**src/avg_pkg.sv**
```systemverilog
package avg_pkg;

   localparam int apb_addr_w = 5;
   localparam int apb_data_w = 32;

   typedef enum logic [1:0] {IDLE, ACCUMULATING, DIVIDING, AVG_OUT} avg_state_t;

   typedef enum logic {DIV_IDLE, DIV_RUN} div_state_t;

   // Byte addresses of the APB registers
   typedef enum logic [apb_addr_w-1:0] {
      REG_CTRL       = 5'h00,
      REG_STATUS     = 5'h04,
      REG_LAST_AVG   = 5'h08,
      REG_LAST_CNT   = 5'h0C,
      REG_RESULT_CNT = 5'h10,
      REG_DROP_CNT   = 5'h14
   } reg_addr_t;

   // Sum must hold MAX_SAMPLES full-scale samples
   function automatic int sum_width(input int width, input int max_samples);
      return $clog2(((2 ** width) - 1) * max_samples + 1);
   endfunction

   function automatic int cnt_width(input int max_samples);
      return $clog2(max_samples + 1);   // Count reaches max_samples itself
   endfunction

endpackage

```
**src/div_if.sv**
```systemverilog
`timescale 1ns/1ps

interface div_if #(
   parameter int DIVIDEND_W = 12,
   parameter int DIVISOR_W  = 5
);

   logic                  start;
   logic [DIVIDEND_W-1:0] dividend;
   logic [DIVISOR_W-1:0]  divisor;
   logic                  done;
   logic [DIVIDEND_W-1:0] quotient;

   modport client (output start, dividend, divisor, input done, quotient);

   modport server (input start, dividend, divisor, output done, quotient);

endinterface

```
**src/avg_divider.sv**
```systemverilog
`timescale 1ns/1ps

module avg_divider #(
   parameter int DIVIDEND_W = 12,
   parameter int DIVISOR_W  = 5
) (
   input logic   clk,
   input logic   rstn,
   div_if.server div
);

   import avg_pkg::*;

   localparam int BIT_W = $clog2(DIVIDEND_W);
   localparam logic [BIT_W-1:0] LAST_BIT = BIT_W'(DIVIDEND_W - 1);

   div_state_t            state;
   logic [BIT_W-1:0]      bit_cnt;
   logic                  done_q;
   logic                  step;
   logic [DIVISOR_W-1:0]  rem_q, rem_in;
   logic [DIVISOR_W-1:0]  dvs_q, dvs_in;
   logic [DIVISOR_W:0]    rem_sh, rem_nxt;
   logic [DIVIDEND_W-1:0] acc_q, acc_in, acc_nxt;

   // First quotient bit is already formed in the start cycle
   assign step = (state == DIV_RUN) || (state == DIV_IDLE && div.start);

   always_comb begin
      if (state == DIV_IDLE) begin
         rem_in = '0;
         acc_in = div.dividend;
         dvs_in = div.divisor;
      end else begin
         rem_in = rem_q;
         acc_in = acc_q;
         dvs_in = dvs_q;
      end
      rem_sh = {rem_in, acc_in[DIVIDEND_W-1]};   // Bring down next dividend bit
      if (rem_sh >= {1'b0, dvs_in}) begin
         rem_nxt = rem_sh - {1'b0, dvs_in};
         acc_nxt = {acc_in[DIVIDEND_W-2:0], 1'b1};
      end else begin
         rem_nxt = rem_sh;                       // Restore
         acc_nxt = {acc_in[DIVIDEND_W-2:0], 1'b0};
      end
   end

   always_ff @(posedge clk or negedge rstn) begin
      if (!rstn) begin
         state   <= DIV_IDLE;
         bit_cnt <= '0;
         done_q  <= 1'b0;
      end else begin
         done_q <= 1'b0;
         case (state)
            DIV_IDLE: if (div.start) begin
               state   <= DIV_RUN;
               bit_cnt <= BIT_W'(1);
            end
            DIV_RUN: begin
               bit_cnt <= bit_cnt + 1'b1;
               if (bit_cnt == LAST_BIT) begin
                  state  <= DIV_IDLE;
                  done_q <= 1'b1;          // Last bit lands with done
               end
            end
            default: state <= DIV_IDLE;
         endcase
      end
   end

   // Remainder and shifting dividend/quotient
   always_ff @(posedge clk) begin
      if (step) begin
         rem_q <= rem_nxt[DIVISOR_W-1:0];
         acc_q <= acc_nxt;
         dvs_q <= dvs_in;
      end
   end

   assign div.done     = done_q;
   assign div.quotient = acc_q;

endmodule

```
**src/avg_regs.sv**
```systemverilog
`timescale 1ns/1ps

module avg_regs #(
   parameter int WIDTH = 8,
   parameter int CNT_W = 10
) (
   input  logic                           clk,
   input  logic                           rstn,
   input  logic                           psel,
   input  logic                           penable,
   input  logic                           pwrite,
   input  logic [avg_pkg::apb_addr_w-1:0] paddr,
   input  logic [avg_pkg::apb_data_w-1:0] pwdata,
   output logic [avg_pkg::apb_data_w-1:0] prdata,
   output logic                           pready,
   output logic                           pslverr,
   output logic                           enable,
   input  logic                           busy,
   input  logic                           avg_valid,
   input  logic [WIDTH-1:0]               avg_out,
   input  logic [CNT_W-1:0]               avg_cnt,
   input  logic                           drop
);

   import avg_pkg::*;

   reg_addr_t             addr;
   logic                  access;
   logic                  mapped;
   logic                  read_only;
   logic                  wr;
   logic [apb_data_w-1:0] rd_data;
   logic [WIDTH-1:0]      last_avg;
   logic [CNT_W-1:0]      last_cnt;
   logic [apb_data_w-1:0] result_cnt;
   logic [apb_data_w-1:0] drop_cnt;

   assign addr   = reg_addr_t'(paddr);
   assign access = psel && penable;

   always_comb begin
      mapped    = 1'b1;
      read_only = 1'b1;
      rd_data   = '0;
      case (addr)
         REG_CTRL: begin
            read_only = 1'b0;
            rd_data   = apb_data_w'(enable);
         end
         REG_STATUS:     rd_data = apb_data_w'(busy);
         REG_LAST_AVG:   rd_data = apb_data_w'(last_avg);
         REG_LAST_CNT:   rd_data = apb_data_w'(last_cnt);
         REG_RESULT_CNT: rd_data = result_cnt;
         REG_DROP_CNT:   rd_data = drop_cnt;
         default:        mapped = 1'b0;
      endcase
   end

   assign wr      = access && pwrite && mapped && !read_only;
   assign pready  = 1'b1;   // No wait states
   assign pslverr = access && (!mapped || (pwrite && read_only));
   assign prdata  = (access && !pwrite) ? rd_data : '0;

   always_ff @(posedge clk or negedge rstn) begin
      if (!rstn) begin
         enable     <= 1'b0;
         last_avg   <= '0;
         last_cnt   <= '0;
         result_cnt <= '0;
         drop_cnt   <= '0;
      end else begin
         if (wr)
            enable <= pwdata[0];
         if (avg_valid) begin
            last_avg   <= avg_out;
            last_cnt   <= avg_cnt;
            result_cnt <= result_cnt + 1'b1;   // Wraps
         end
         if (drop)
            drop_cnt <= drop_cnt + 1'b1;
      end
   end

endmodule

```
**src/avg_top.sv**
```systemverilog
`timescale 1ns/1ps

module avg_top #(
   parameter int WIDTH       = 8,
   parameter int MAX_SAMPLES = 1000
) (
   input  logic                           clk,
   input  logic                           rstn,
   input  logic                           psel,
   input  logic                           penable,
   input  logic                           pwrite,
   input  logic [avg_pkg::apb_addr_w-1:0] paddr,
   input  logic [avg_pkg::apb_data_w-1:0] pwdata,
   output logic [avg_pkg::apb_data_w-1:0] prdata,
   output logic                           pready,
   output logic                           pslverr,
   input  logic [WIDTH-1:0]               data_in,
   input  logic                           dvalid,
   output logic [WIDTH-1:0]               avg_out,
   output logic                           avg_valid
);

   import avg_pkg::*;

   localparam int SUM_W = sum_width(WIDTH, MAX_SAMPLES);
   localparam int CNT_W = cnt_width(MAX_SAMPLES);

   logic             enable;
   logic             busy;
   logic             drop;
   logic [CNT_W-1:0] avg_cnt;

   div_if #(.DIVIDEND_W(SUM_W), .DIVISOR_W(CNT_W)) div0 ();

   sample_avg #(.WIDTH(WIDTH), .MAX_SAMPLES(MAX_SAMPLES)) avg0 (
      .clk,
      .rstn,
      .data_in,
      .dvalid,
      .enable,
      .div       (div0.client),
      .avg_out,
      .avg_valid,
      .avg_cnt,
      .busy,
      .drop
   );

   avg_divider #(.DIVIDEND_W(SUM_W), .DIVISOR_W(CNT_W)) divider0 (
      .clk,
      .rstn,
      .div (div0.server)
   );

   avg_regs #(.WIDTH(WIDTH), .CNT_W(CNT_W)) regs0 (
      .clk,
      .rstn,
      .psel,
      .penable,
      .pwrite,
      .paddr,
      .pwdata,
      .prdata,
      .pready,
      .pslverr,
      .enable,
      .busy,
      .avg_valid,
      .avg_out,
      .avg_cnt,
      .drop
   );

endmodule

```
**src/sample_avg.sv**
```systemverilog
`timescale 1ns/1ps

module sample_avg #(
   parameter int WIDTH       = 8,
   parameter int MAX_SAMPLES = 1000
) (
   input  logic                                        clk,
   input  logic                                        rstn,
   input  logic [WIDTH-1:0]                            data_in,
   input  logic                                        dvalid,
   input  logic                                        enable,
   div_if.client                                       div,
   output logic [WIDTH-1:0]                            avg_out,
   output logic                                        avg_valid,
   output logic [avg_pkg::cnt_width(MAX_SAMPLES)-1:0]  avg_cnt,
   output logic                                        busy,
   output logic                                        drop
);

   import avg_pkg::*;

   localparam int SUM_W = sum_width(WIDTH, MAX_SAMPLES);
   localparam int CNT_W = cnt_width(MAX_SAMPLES);
   localparam logic [CNT_W-1:0] LAST_CNT = CNT_W'(MAX_SAMPLES - 1);

   avg_state_t       state, next;
   logic [SUM_W-1:0] sum, sum_base;
   logic [CNT_W-1:0] cnt, cnt_base;
   logic             accept;
   logic             last;
   logic             close;
   logic             start;

   assign busy   = (state == DIVIDING);
   assign accept = dvalid && enable && !busy;
   assign drop   = dvalid && enable && busy;   // One pulse per lost sample

   // A new burst restarts from zero, also straight out of AVG_OUT
   assign cnt_base = (state == ACCUMULATING) ? cnt : '0;
   assign sum_base = (state == ACCUMULATING) ? sum : '0;
   assign last     = accept && (cnt_base == LAST_CNT);

   always_comb begin
      next = state;
      case (state)
         IDLE, AVG_OUT: begin
            if (last)
               next = DIVIDING;
            else if (accept)
               next = ACCUMULATING;
            else
               next = IDLE;
         end
         ACCUMULATING: if (last || !accept) next = DIVIDING;   // Cap or gap
         DIVIDING:     if (div.done) next = AVG_OUT;
         default:      next = IDLE;
      endcase
   end

   assign close = (next == DIVIDING) && !busy;

   always_ff @(posedge clk or negedge rstn) begin
      if (!rstn) begin
         state <= IDLE;
         start <= 1'b0;
      end else begin
         state <= next;
         start <= close;
      end
   end

   always_ff @(posedge clk) begin
      if (accept) begin
         sum <= sum_base + SUM_W'(data_in);
         cnt <= cnt_base + 1'b1;
      end
      if (div.done) begin
         avg_out <= div.quotient[WIDTH-1:0];
         avg_cnt <= cnt;
      end
   end

   assign avg_valid = (state == AVG_OUT);

   // Sum and count stay frozen for the whole divide
   assign div.start    = start;
   assign div.dividend = sum;
   assign div.divisor  = cnt;

endmodule

```
**config.mk**
```make
export PLATFORM = sky130hd
export DESIGN_NAME = avg_top
export DESIGN_NICKNAME = d
export VERILOG_FILES = /design/src/avg_pkg.sv /design/src/div_if.sv /design/src/avg_divider.sv /design/src/avg_regs.sv /design/src/avg_top.sv /design/src/sample_avg.sv
export SDC_FILE = /design/constraint.sdc
export NUM_CORES = 1
export LEC_CHECK = 0
export ABC_CLOCK_PERIOD_IN_PS = 4300
export BUFFER_PORTS_ARGS = -buffer_cell sky130_fd_sc_hd__buf_2
export CAP_MARGIN = 0
export CORE_MARGIN = 2
export CORE_UTILIZATION = 59
export CTS_BUF_LIST = sky130_fd_sc_hd__clkbuf_16
export CTS_CLUSTER_DIAMETER = 80
export DETAILED_ROUTE_END_ITERATION = 6
export GPL_TIMING_DRIVEN = 0
export PLACE_DENSITY = 0.8
export SKIP_LAST_GASP = 1
export SLEW_MARGIN = 20
export SYNTH_ARGS = -nofsm -noshare
export SYNTH_HDL_FRONTEND = slang
export SYNTH_SLANG_ARGS = --single-unit
export TNS_END_PERCENT = 50
```
**constraint.sdc**
```tcl
create_clock -name clk -period 4.3 [get_ports clk]
set_clock_uncertainty 0.2 [all_clocks]
set_input_delay 0.43 -clock clk [delete_from_list [all_inputs] [get_ports clk]]
set_output_delay 0.43 -clock clk [all_outputs]
set_load 0.02 [all_outputs]
```
# [After elaboration in Yosys (flattened, before gate mapping)]
# Cells that the tools add are included.
[totals] mem_bits_ro=0 n_memories=0 ramBits=0 latchBits=0 regBits=177 in_bits=51 elab_cells=84
[op_classes] n_reduce_logical=24 multipliers=0 eq_ne=12 bitwise=1 add_sub_neg=6 order_cmp=1 n_div=0 n_shift=0 n_mux=23
[op_table] operator="$pmux W32 S6" n=1
[op_table] operator="$add A32 B1 Y32 const B" n=2
[op_table] operator="$mux W10" n=4
[op_table] operator="$mux W18" n=2
[op_table] operator="$mux W32" n=1
[op_table] operator="$add A18 B8 Y18" n=1
[op_table] operator="$eq A5 B5 Y1 const B" n=3
[op_table] operator="$logic_and A1 B1 Y1" n=13
[op_table] operator="$ge A11 B10 Y1" n=1
[op_table] operator="$add A10 B1 Y10 const B" n=1
[op_table] operator="$eq A10 B10 Y1 const B" n=1
[op_table] operator="$eq A5 B4 Y1 const B" n=2
[op_table] operator="$pmux W5 S2" n=1
[op_table] operator="$sub A10 B10 Y10" n=1
[op_table] operator="$mux W1" n=8
[op_table] operator="$eq A2 B2 Y1 const B" n=3
[op_table] operator="$mux W2" n=3
[op_table] operator="$pmux W2 S3" n=1
[op_table] operator="$reduce_or A6 Y1" n=1
[op_table] operator="$add A5 B1 Y5 const B" n=1
[op_table] operator="$eq A5 B3 Y1 const B" n=1
[op_table] operator="$logic_not A5 Y1" n=1
[op_table] operator="$mux W5" n=1
[op_table] operator="$logic_not A1 Y1" n=4
[op_table] operator="other kinds (7)" n=9

# [Depth between registers and ports, before layout]
# Gate-level depths: netlist of run 1.
[depth] word_depth=9 mapped_depth=13 ltp_nobuf=11

# [By module]
# A second synthesis of run 1 with hierarchy kept.
[hier_totals] hier_cells=788 area_unflattened_um2=9221.3
[by_module_without_submodules] module="avg_regs" area_each_um2=4330.4 seq_area_each_um2=2077.0 cells_each=400 n_inst=1
[by_module_without_submodules] module="avg_divider" area_each_um2=2468.6 seq_area_each_um2=1316.3 cells_each=194 n_inst=1
[by_module_without_submodules] module="sample_avg" area_each_um2=2422.3 seq_area_each_um2=1456.4 cells_each=194 n_inst=1

# [Least setup slack after synthesis of run 1]
# No wires, ideal clock.
[synth_timing] path_kind="register to register" start="register avg0.state[1]" end="register avg0.sum[16] (netlist: avg0.div.dividend[16]), data pin" path_slack_ns=1.087 setup_time_ns=0.147 required_time_ns=3.953 stages_incl_launch_ff=14 arrival_ns=2.866 period_less_slack_ns=3.213 cell_sequence="dfrtp_1 inv_1 ha_1 clkbuf_1 clkbuf_1 and2_1 ha_1 inv_1 fa_1 nor2b_1 o31a_1 o21ai_1 or3_1 a21oi_1"
[synth_via] elab_chain_cells=3
[synth_rtl] element="start: declaration" line_no="sample_avg.sv:26" text="avg_state_t state, next;"
[synth_rtl] element="start signal: assignment" line_no="sample_avg.sv:67" text="state <= next;"
[synth_rtl] element="$eq A2 B1 Y1" line_no="sample_avg.sv:40" text="assign sum_base = (state == ACCUMULATING) ? sum : '0;"
[synth_rtl] element="$mux W18" line_no="sample_avg.sv:40"
[synth_rtl] element="$add A18 B8 Y18" line_no="sample_avg.sv:74" text="sum <= sum_base + SUM_W'(data_in);"
[synth_rtl] element="end signal: assignment" line_no="sample_avg.sv:74"
[synth_rtl] element="end: declaration" line_no="sample_avg.sv:27" text="logic [SUM_W-1:0] sum, sum_base;"
# Every way passes these cells.
# A chain may end at the register's enable or synchronous reset.

# [Final worst setup path of run 1]
# Ends and elaborated chain as after synthesis.

==> results of run 1 <==
==> power by group through the flow <==
stage / sequential (W) / combinational (W) / clock [W]
final: 0.00244 / 0.00203 / 0.00152
after global routing: 0.00247 / 0.00225 / 0.00161
after CTS: 0.00244 / 0.00203 / 0.00154
after detailed placement: 0.00247 / 0.00202 / 0
after global placement: 0.00245 / 0.00185 / 0
after floorplan: 0.00241 / 0.00155 / 0
==> critical path, cell delays in order, from the launching register on <==
cell	delay, ps
dfrtp_1	400
inv_1	110
ha_1	260
clkbuf_2	290
clkbuf_1	380
and2_1	200
ha_1	190
inv_1	70
fa_1	410
nor2b_1	190
o31a_1	240
o21ai_1	220
or3_1	400
a21oi_1	140
==> logic make-up (layout without fill, tap and decap cells) <==
group	count (synthesis)	after routing	share of synthesized area, %
buffers and inverters	61	155	2.777
adder cells (fa/ha/maj)	28	28	4.075
flip-flops	177	177	54.09
AO/OA/AOI/OAI	108	108	8.415
XOR/XNOR	86	86	8.401
other	1	1	0.04182
multiplexers	61	61	7.549
AND/OR/NAND/NOR	251	251	14.65
==> registers in the layout (all words and copies together) (netlist names), 2 cells and up <==
signal and flops:
divider0.dvs_q 10, avg0.avg_cnt 10, avg0.div.divisor 10, divider0.rem_q 10, avg0.div.dividend 18, regs0.drop_cnt 32
divider0.div.quotient 18, avg0.avg_out 8, regs0.last_avg 8, divider0.bit_cnt 5, regs0.last_cnt 10, avg0.state 2
regs0.result_cnt 32
==> metrics by stage <==
step                      area (sq um)  total power [W]
after global routing             10140         0.006333
after CTS                        10140         0.006011
after global placement            9497         0.004306
final                            10140         0.005991
after floorplan                   8966         0.003965
after detailed placement          9554         0.004488
==> placed cells by master, fill, tap and decap left out, types with 19 or more instances in the layout <==
master / count
buf_2: 65
nand3_1: 29
a21oi_1: 26
edfxtp_1: 84
xnor2_1: 66
mux2_2: 38
and2_1: 20
a22oi_1: 22
nand2_1: 58
xor2_1: 20
inv_1: 28
clkbuf_1: 19
and3_1: 20
nor2_1: 59
dfrtp_1: 93
ha_1: 26
==> layer usage <==
| metal | global-route usage [%] | up-vias |
|---|---|---|
| met3 | 5.988 | 37 |
| met2 | 44.92 | 174 |
| met4 | 9.567 | 0 |
| met1 | 29.40 | 3205 |
| met5 | 0 | - |
| li1 | - | 2967 |
==> worst max path at each step <==
stage | from | endpoint | slack, ps | cells past startpoint
3_3_place_gp | avg0.state[1] | avg0.div.dividend[16] | 450 | 13
2_1_floorplan | avg0.state[1] | avg0.div.dividend[16] | 1090 | 13
6_report | avg0.state[1] | avg0.div.dividend[16] | 450 | 13
5_1_grt | avg0.state[1] | avg0.div.dividend[16] | 150 | 13
3_5_place_dp | avg0.state[1] | avg0.div.dividend[10] | 290 | 13
4_1_cts | avg0.state[1] | avg0.div.dividend[16] | 260 | 13
==> repair_timing <==
action	in CTS	in global routing
setup buffers	0	0
endpoints found under the setup margin	0	1
endpoints found under the hold margin	43	0
resized for setup	0	2
hold buffers	1	0
==> area by class of cell <==
cell class / instances / area [sq um] / share of cell area (%)
plain buffers: 32 / 141.4 / 1.394
clock buffers: 18 / 450.4 / 4.441
clock inverters: 14 / 127.6 / 1.258
inverters: 29 / 108.9 / 1.073
multi-input cells: 535 / 3875 / 38.20
flip-flops and latches: 177 / 4850 / 47.81
well taps: 188 / 235.2 / 2.319
repair buffers: 62 / 355.3 / 3.503
==> impl_results.md, run 1 <==
* Initial Utilization at 59.64%
* Initial DRC count at 513
* Vias at 6383
* Routed len/inst at 18.20 microns
* DRC at 0
* Die Wd at 127.3 microns
* Final Critical Period at 3846 ps
* Die footprint at 16200 sq um
* Yosys top cell by area: edfxtp_1
* FP Rows at 45
* Synthesized net count at 852
* I/O pin count at 94
* Final setup viols at 0
* WHS at 31.82 ps
* Highest routed layer: met4
* Total of fill cells in the finished design at 1070
* Metal-1 WL at 7698 microns
* Detail Route Antenna Nets at 0
* Worst-path clk slew at 70 ps
* Hold Crit Class: in -> reg
* Final period util at 89.45%
* Post-route worst setup slack at 453.6 ps
* Layout area overhead at 13.13%
* Top_reg_cell synth: dfrtp_1
* Hpwl dp at 13820 microns
* Post-route setup TNS at 0 ps
* Synth top area cells: edfxtp_1 (28%), dfrtp_1 (26%), xnor2_1 (6.4%)
* YS warnings at 0
* Total grt overflow at 0
* Worst min-delay path endpoint: regs0.enable
* Int Pwr at 0.003985 W
* Initial antenna violation count at 0
* Gate power share at 33.9%
* Final nets at 933
* CTS H-tree depth at 4
* Hold depth at 2
* Post-synth top area share at 28.13%
* CTS tree: built
* CTS Buf Count at 17
* GRT Util Overall at 25.13%
* Post-synthesis sequential area ratio at 54.09%
* Post-Syn Area per Cell at 11.60 sq um
* Pins Over Slew Limit at 0
* Post-Place Cells at 1022
* Synth cell count leaders: dfrtp_1 (93), edfxtp_1 (84), xnor2_1 (66)
* Clk buf depth at 2
* Max Fanout on Critical Path at 10
* Post-place setup slack at 289.5 ps
* Pwr Density at 590.6 nW/um^2
* R2R Setup Slk at 450 ps
* Reg-to-reg endpoint: avg0.div.dividend[16]
* Critical Path RT at 4380 ps
* Max-Cap Viols at 0
* Most common cell in the netlist: dfrtp_1
* Status: completed
* Total core area at 15030 sq um
* Worst slew margin at 44.77%
* Reg2reg path depth at 13
* Clock Power Share at 25.3%
* Die height at 127.3 microns
* Buffers added on ports at 59
* Largest net degree at the start of global routing at 51
* Net Sw Power at 0.002006 W
* Final WL at 19200 microns
* Worst-Skew Late Latency at 440 ps
* CTS Root Cell: clkbuf_16
* Synth Instances at 773
* Register bit total from synthesis at 177
* Finished Layout Cells at 1055
* Via density at 6.050
* GPL Wtd Cong at 0.8596
* Data arrival time of the critical path at 3930 ps
* First-pass GRT wire length at 32110 microns
* Synth unique cells at 60
* Layout Utilization at 67.47%
* Fraction of layout cells with a size suffix above 1 at 17.42%
* Diode count at 0
* Met3 WL at 810 microns
* FMAX at 260.0 MHz
* Startpoint types: flip-flop
* Worst Max-Slew Pin Slew at 827.2 ps
* Final hold vios at 0
* Worst Setup End Kind: flip-flop
* FF-to-FF Start: avg0.state[1]
* Vias in the first global route at 6643
* Switch share at 33.48%
* Min-delay src: pwdata[0]
* Number of flops mapped to enable cells by yosys at 84
* Crit path kind: reg -> reg
* Post-Syn Area at 8966 sq um
* Flop pwr share at 40.7%
* Max VDD drop at 643.5 uV
* Clock Sink Count at 177
* First drt pass iteration count at 5
* LEAKAGE at 4.352 nW
* Met2 wire length at 10290 microns
* RSZ-0062 raised after global routing: false
* Async set-reset flop share out of synthesis at 52.54%
Power figures use the tool's default switching activity.
==> inputs of run 2 (changes only) <==
Settings changed: ABC_CLOCK_PERIOD_IN_PS 4300 to 4400, CORE_MARGIN 2 to 1.5.
Clock period 4.3 ns to 4.4 ns, I/O delays scaled along.
==> run 2 against run 1 <==
Utilization up 1.4 points. Hold slack better by 13 ps. Cell area down 0.16%. Critical path depth unchanged. Flip-flop and latch count unchanged. Maximum frequency down 3.5%. Largest cell class unchanged. Highest routed layer unchanged.
==> impl_results.md, run 2 (synthesized netlist as in run 1, its figures left out) <==
* Data arrival time of the critical path at 4070 ps
* Min-delay src: pwdata[0]
* Pins Over Slew Limit at 0
* Pwr Density at 575.9 nW/um^2
* First drt pass iteration count at 6
* Most frequent cells in the layout: dfrtp_1 (93), edfxtp_1 (84), xnor2_1 (66), buf_2 (65), nor2_1 (59)
* Max-Cap Viols at 0
* Critical Path RT at 4480 ps
* Clock Sink Count at 177
* Post-place setup slack at 442.0 ps
* Final period util at 90.61%
* Worst Setup End Kind: flip-flop
* Die height at 126.3 microns
* Diode count at 0
* Worst Max-Slew Pin Slew at 825.3 ps
* Detail Route Antenna Nets at 0
* FP Rows at 44
* # Post-CTS Setup Buffers at 0
* Post-CTS Resized at 0
* Hold Crit Class: in -> reg
* DRC at 0
* Cts hold-fix bufs at 1
* Crit path from: avg0.state[1]
* Multi-input logic area at 3875 sq um
* Delay-heaviest family, CP: buffers and inverters
* CTS Buf Count at 17
* Status: completed
* Storage element area at 4850 sq um
* Initial DRC count at 447
* GRT Util Overall at 25.40%
* Final setup viols at 0
* Final WL at 19170 microns
* Finished Layout Cells at 1051
* RSZ-0062 raised after global routing: false
* Startpoint types: flip-flop
* Hpwl dp at 13530 microns
* CTS Root Cell: clkbuf_16
* Layout area overhead at 12.95%
* Final nets at 933
* FF-to-FF Start: avg0.state[1]
* Crit path kind: reg -> reg
* Top flop regs: regs0.drop_cnt (32), regs0.result_cnt (32)
* FMAX at 250.8 MHz
* CP max stage cell: clkbuf_1
* Critical path buffers and inverters at 4
* CTS tree: built
* Die Wd at 126.3 microns
* First-pass GRT wire length at 31790 microns
* GPL Wtd Cong at 0.8302
* Max Fanout on Critical Path at 10
* I/O pin count at 94
* Initial Utilization at 61.00%
* Vias in the first global route at 6481
* Die footprint at 15950 sq um
* Post-Place Cells at 1018
* Final Critical Period at 3987 ps
* Total power at 0.005833 W
* Vias at 6301
* Buffers added on ports at 59
* CP cell instances: inv_1 -> ha_1 -> clkbuf_1 -> clkbuf_1 -> and2_1 -> ha_1 -> inv_1 -> fa_1 -> nor2b_1 -> o31a_1 -> o21ai_1 -> or3_1 -> a21oi_1
* Total grt overflow at 0
* Total of fill cells in the finished design at 1031
* Total core area at 14700 sq um
* CTS H-tree depth at 4
* Initial antenna violation count at 0
* Fraction of layout cells with a size suffix above 1 at 17.19%
* Worst path max stage delay at 420 ps
* Routed len/inst at 18.24 microns
* Post-route setup TNS at 0 ps
* Largest net degree at the start of global routing at 51
* Commonest non-fill, non-tap cell in the layout: dfrtp_1
* Via density at 5.995
* Worst-Skew Late Latency at 430 ps
* Clk buf depth at 2
* Worst slew margin at 44.90%
* LEAKAGE at 4.342 nW
* Post-route worst setup slack at 413.1 ps
* Final hold vios at 0
* Worst-path clk slew at 70 ps
* Max VDD drop at 585.3 uV
## run 2: cell count changes in the layout (fill, tap and decap cells not counted), moves of 2 or more
cell and change:
inv_6 -2, clkinvlp_4 +2, clkinv_2 +2, clkinv_4 -3
## run 2: layout make-up
class | count | area share [%]
Sequential cell | 177 | 47.89
Clock inverter | 15 | 1.408
Inverter | 29 | 1.075
Buffer | 32 | 1.384
Timing Repair Buffer | 62 | 3.509
Clock buffer | 17 | 4.201
Multi-Input combinational cell | 535 | 38.26
Tap cell | 184 | 2.273
## run 2: path summary, 6_finish.rpt
check	endpoint	slack (ps)	cells after the start
max	avg0.div.dividend[16]	410	13
min	regs0.enable	50	2
max reg2reg	avg0.div.dividend[16]	410	13
min reg2reg	avg0.avg_out[5]	250	0
max in group asynchronous	regs0.last_avg[0]	3030	3
min in group asynchronous	regs0.result_cnt[12]	340	2
## run 2: per-stage QoR
stage / util [%] / hold WS [ps] / area [sq um]
after CTS: 68.90 / 37.72 / 10130
after global placement: 64.57 / 234.6 / 9492
after floorplan: - / -55.59 / 8966
after global routing: 68.90 / 34.30 / 10130
after detailed placement: 64.96 / 238.4 / 9549
final: 68.90 / 45.17 / 10130
## run 2: routing by layer
metal,wire (microns),global-route usage (%),vias to the layer above
li1,-,-,2966
met1,7709,30.18,3134
met2,10240,45.80,161
met3,718,4.376,40
met4,503,10.48,0
met5,0,0,-
## run 2: power breakdown
part           total (W)  switching (W)  internal [W]  leakage [nW]
sequential       0.00239       0.000165       0.00222          2.10
combinational    0.00197        0.00112      0.000856          1.98
clock            0.00148       0.000646      0.000830         0.272
total            0.00583        0.00193       0.00391          4.34
## run 2: worst reg2reg max path, cell delays in order, from the launching register on
cell and delay, ps:
dfrtp_1 400, inv_1 110, ha_1 270, clkbuf_1 420, clkbuf_1 400, and2_1 200
ha_1 190, inv_1 70, fa_1 410, nor2b_1 180, o31a_1 230, o21ai_1 220
or3_1 400, a21oi_1 140
==> inputs of run 3 (changes only) <==
Settings changed: ABC_AREA from default to 1, CORE_UTILIZATION 59 to 61, CTS_CLUSTER_DIAMETER 80 to default, PLACE_DENSITY 0.8 to 0.81.
==> run 3 against run 2 <==
Flip-flop and latch count did not move. Die area is 14% higher. First-iteration DRC count is 90% higher. Sequential share of layout area shrank 7.3 points. Via count rose by 47%.
==> impl_results.md, run 3 <==
* Status: completed
* GRT Util Overall at 30.22%
* Initial DRC count at 849
* Final Critical Period at 3721 ps
* Yosys top cell by area: edfxtp_1
* Initial antenna violation count at 0
* Multi-input logic area at 5025 sq um
* Vias at 9277
* Synthesized net count at 1480
* FP Rows at 48
* Total grt overflow at 0
* Final period util at 84.56%
* Post-place setup slack at 756.4 ps
* Worst path max stage delay at 410 ps
* I/O pin count at 94
* Initial Utilization at 61.92%
* Clk buf depth at 2
* Cts hold-fix bufs at 1
* First drt pass iteration count at 5
* Worst slew margin at 49.81%
* Post-route setup TNS at 0 ps
* CTS tree: built
* Die height at 135.1 microns
* Startpoint types: flip-flop
* Top_reg_cell synth: dfrtp_1
* Layout area overhead at 12.26%
* Pins Over Slew Limit at 0
* Storage element area at 4850 sq um
* Synth unique cells at 42
* Worst Max-Slew Pin Slew at 752.9 ps
* Via density at 5.384
* DRC at 0
* Fraction of layout cells with a size suffix above 1 at 11.68%
* Die footprint at 18240 sq um
* RSZ-0062 raised after global routing: false
* Post-synthesis sequential area ratio at 45.59%
* Post-synth top area share at 23.71%
* Detail Route Antenna Nets at 0
* Post-route worst setup slack at 679.3 ps
* YS warnings at 0
* Die Wd at 135.1 microns
* Buffers added on ports at 61
* CTS Root Cell: clkbuf_16
* Worst-path clk slew at 80 ps
* Post-Syn Area at 10640 sq um
* Hpwl dp at 19610 microns
* Total core area at 17180 sq um
* Async set-reset flop share out of synthesis at 52.54%
* Most frequent cells in the layout: nand2_1 (535), inv_1 (159), nor2_1 (149), dfrtp_1 (93), edfxtp_1 (84)
* Most common cell in the netlist: nand2_1
* Final setup viols at 0
* CTS Buf Count at 17
* GPL Wtd Cong at 0.9186
* Final WL at 26110 microns
* Commonest non-fill, non-tap cell in the layout: nand2_1
* Worst Setup End Kind: flip-flop
* LEAKAGE at 5.464 nW
* Top flop regs: regs0.drop_cnt (32), regs0.result_cnt (32)
* Critical Path RT at 4400 ps
* Pwr Density at 410.1 nW/um^2
* Vias in the first global route at 9081
* Post-Syn Area per Cell at 7.592 sq um
* Max Fanout on Critical Path at 10
* WHS at 47.31 ps
* Diode count at 0
* CP cell instances: inv_1 -> ha_1 -> buf_6 -> buf_2 -> buf_2 -> nand2_1 -> inv_1 -> ha_1 -> inv_1 -> fa_1 -> o21ai_1 -> nand2_1 -> nand2_1 -> nand2_1 -> nand3_1 -> nand2_1
* Max VDD drop at 427.1 uV
* CP most frequent cell: nand2_1
* Routed len/inst at 15.16 microns
* Synth top area cells: edfxtp_1 (24%), dfrtp_1 (22%), nand2_1 (19%)
* Crit path kind: reg -> reg
* Hold Crit Class: in -> reg
* Number of flops mapped to enable cells by yosys at 84
* CP max stage cell: dfrtp_1
* FMAX at 268.8 MHz
* Data arrival time of the critical path at 3720 ps
* Worst-Skew Late Latency at 440 ps
* Clock Sink Count at 177
* Register bit total from synthesis at 177
* Largest net degree at the start of global routing at 80
* Final hold vios at 0
* # Post-CTS Setup Buffers at 0
* CTS H-tree depth at 4
* Total of fill cells in the finished design at 1403
* Max-Cap Viols at 0
* First-pass GRT wire length at 43380 microns
* Synth cell count leaders: nand2_1 (535), inv_1 (160), nor2_1 (150)
* Synth Instances at 1401
* Final nets at 1564
* Post-CTS Resized at 0
==> run 3: cells by family (layout without fill, tap and decap cells) <==
group / count (synthesis) / in the layout / share of synthesized area (%)
AND/OR/NAND/NOR: 844 / 844 / 34.31
buffers and inverters: 193 / 290 / 7.234
flip-flops: 177 / 177 / 45.59
AO/OA/AOI/OAI: 110 / 110 / 5.423
XOR/XNOR: 47 / 47 / 3.870
adder cells (fa/ha/maj): 28 / 28 / 3.435
other: 1 / 1 / 0.03526
multiplexers: 1 / 1 / 0.09411
==> run 3: final timing paths <==
check	from	endpoint	slack [ps]	depth (start not counted)
worst max-delay path	avg0.state[1]	avg0.div.dividend[16]	680	16
worst min-delay path	pwdata[0]	regs0.enable	50	3
worst max register to register	avg0.state[1]	avg0.div.dividend[16]	680	16
worst min register to register	divider0.div.quotient[2]	avg0.avg_out[2]	260	0
max in group asynchronous	rstn	regs0.result_cnt[25]	3160	3
min in group asynchronous	rstn	regs0.drop_cnt[23]	180	2
==> run 3: report_power, final <==
group / total, W / leakage [nW] / internal [W] / switching, W
registers: 0.00209 / 2.06 / 0.00201 / 0.0000796
logic: 0.00120 / 3.10 / 0.000408 / 0.000788
clock network: 0.00161 / 0.312 / 0.000880 / 0.000734
total: 0.00490 / 5.46 / 0.00329 / 0.00160
==> run 3: layer usage <==
metal | GRT usage [%] | up-vias | routed length [microns] | share of wire (%)
met3 | 4.842 | 60 | 1306 | 5.0
met1 | 36.81 | 4311 | 10790 | 41
met5 | 0 | - | 0 | 0
met4 | 10.81 | 0 | 831 | 3.2
met2 | 54.30 | 310 | 13190 | 50
li1 | - | 4596 | - | -
==> run 3: cell type report <==
type                       instances  area share [%]
buffer                            26           1.195
clock buffer                      19           3.982
clock inverter                    13           1.257
inverter                         167           5.250
multi-input combinational       1031           42.08
sequential                       177           40.62
tap                              225           2.358
timing repair buffer              65           3.259
==> run 3: worst max-delay path, delay by kind of cell, from the launching register on <==
kind                     cells  cell delay, ps
flip-flops                   1             410
AND/OR/NAND/NOR              6             590
adder cells (fa/ha/maj)      3             980
buffers and inverters        6             980
AO/OA/AOI/OAI                1             330
==> run 3: per-stage QoR <==
stage                     std cells  area [sq um]  total power (W)  util (%)
after floorplan                1401         10640         0.002985         -
after global placement         1687         11220         0.003243     65.34
after detailed placement       1690         11300         0.003310     65.81
after CTS                      1723         11940         0.004898     69.51
after global routing           1723         11940         0.005161     69.51
final                          1723         11940         0.004896     69.51
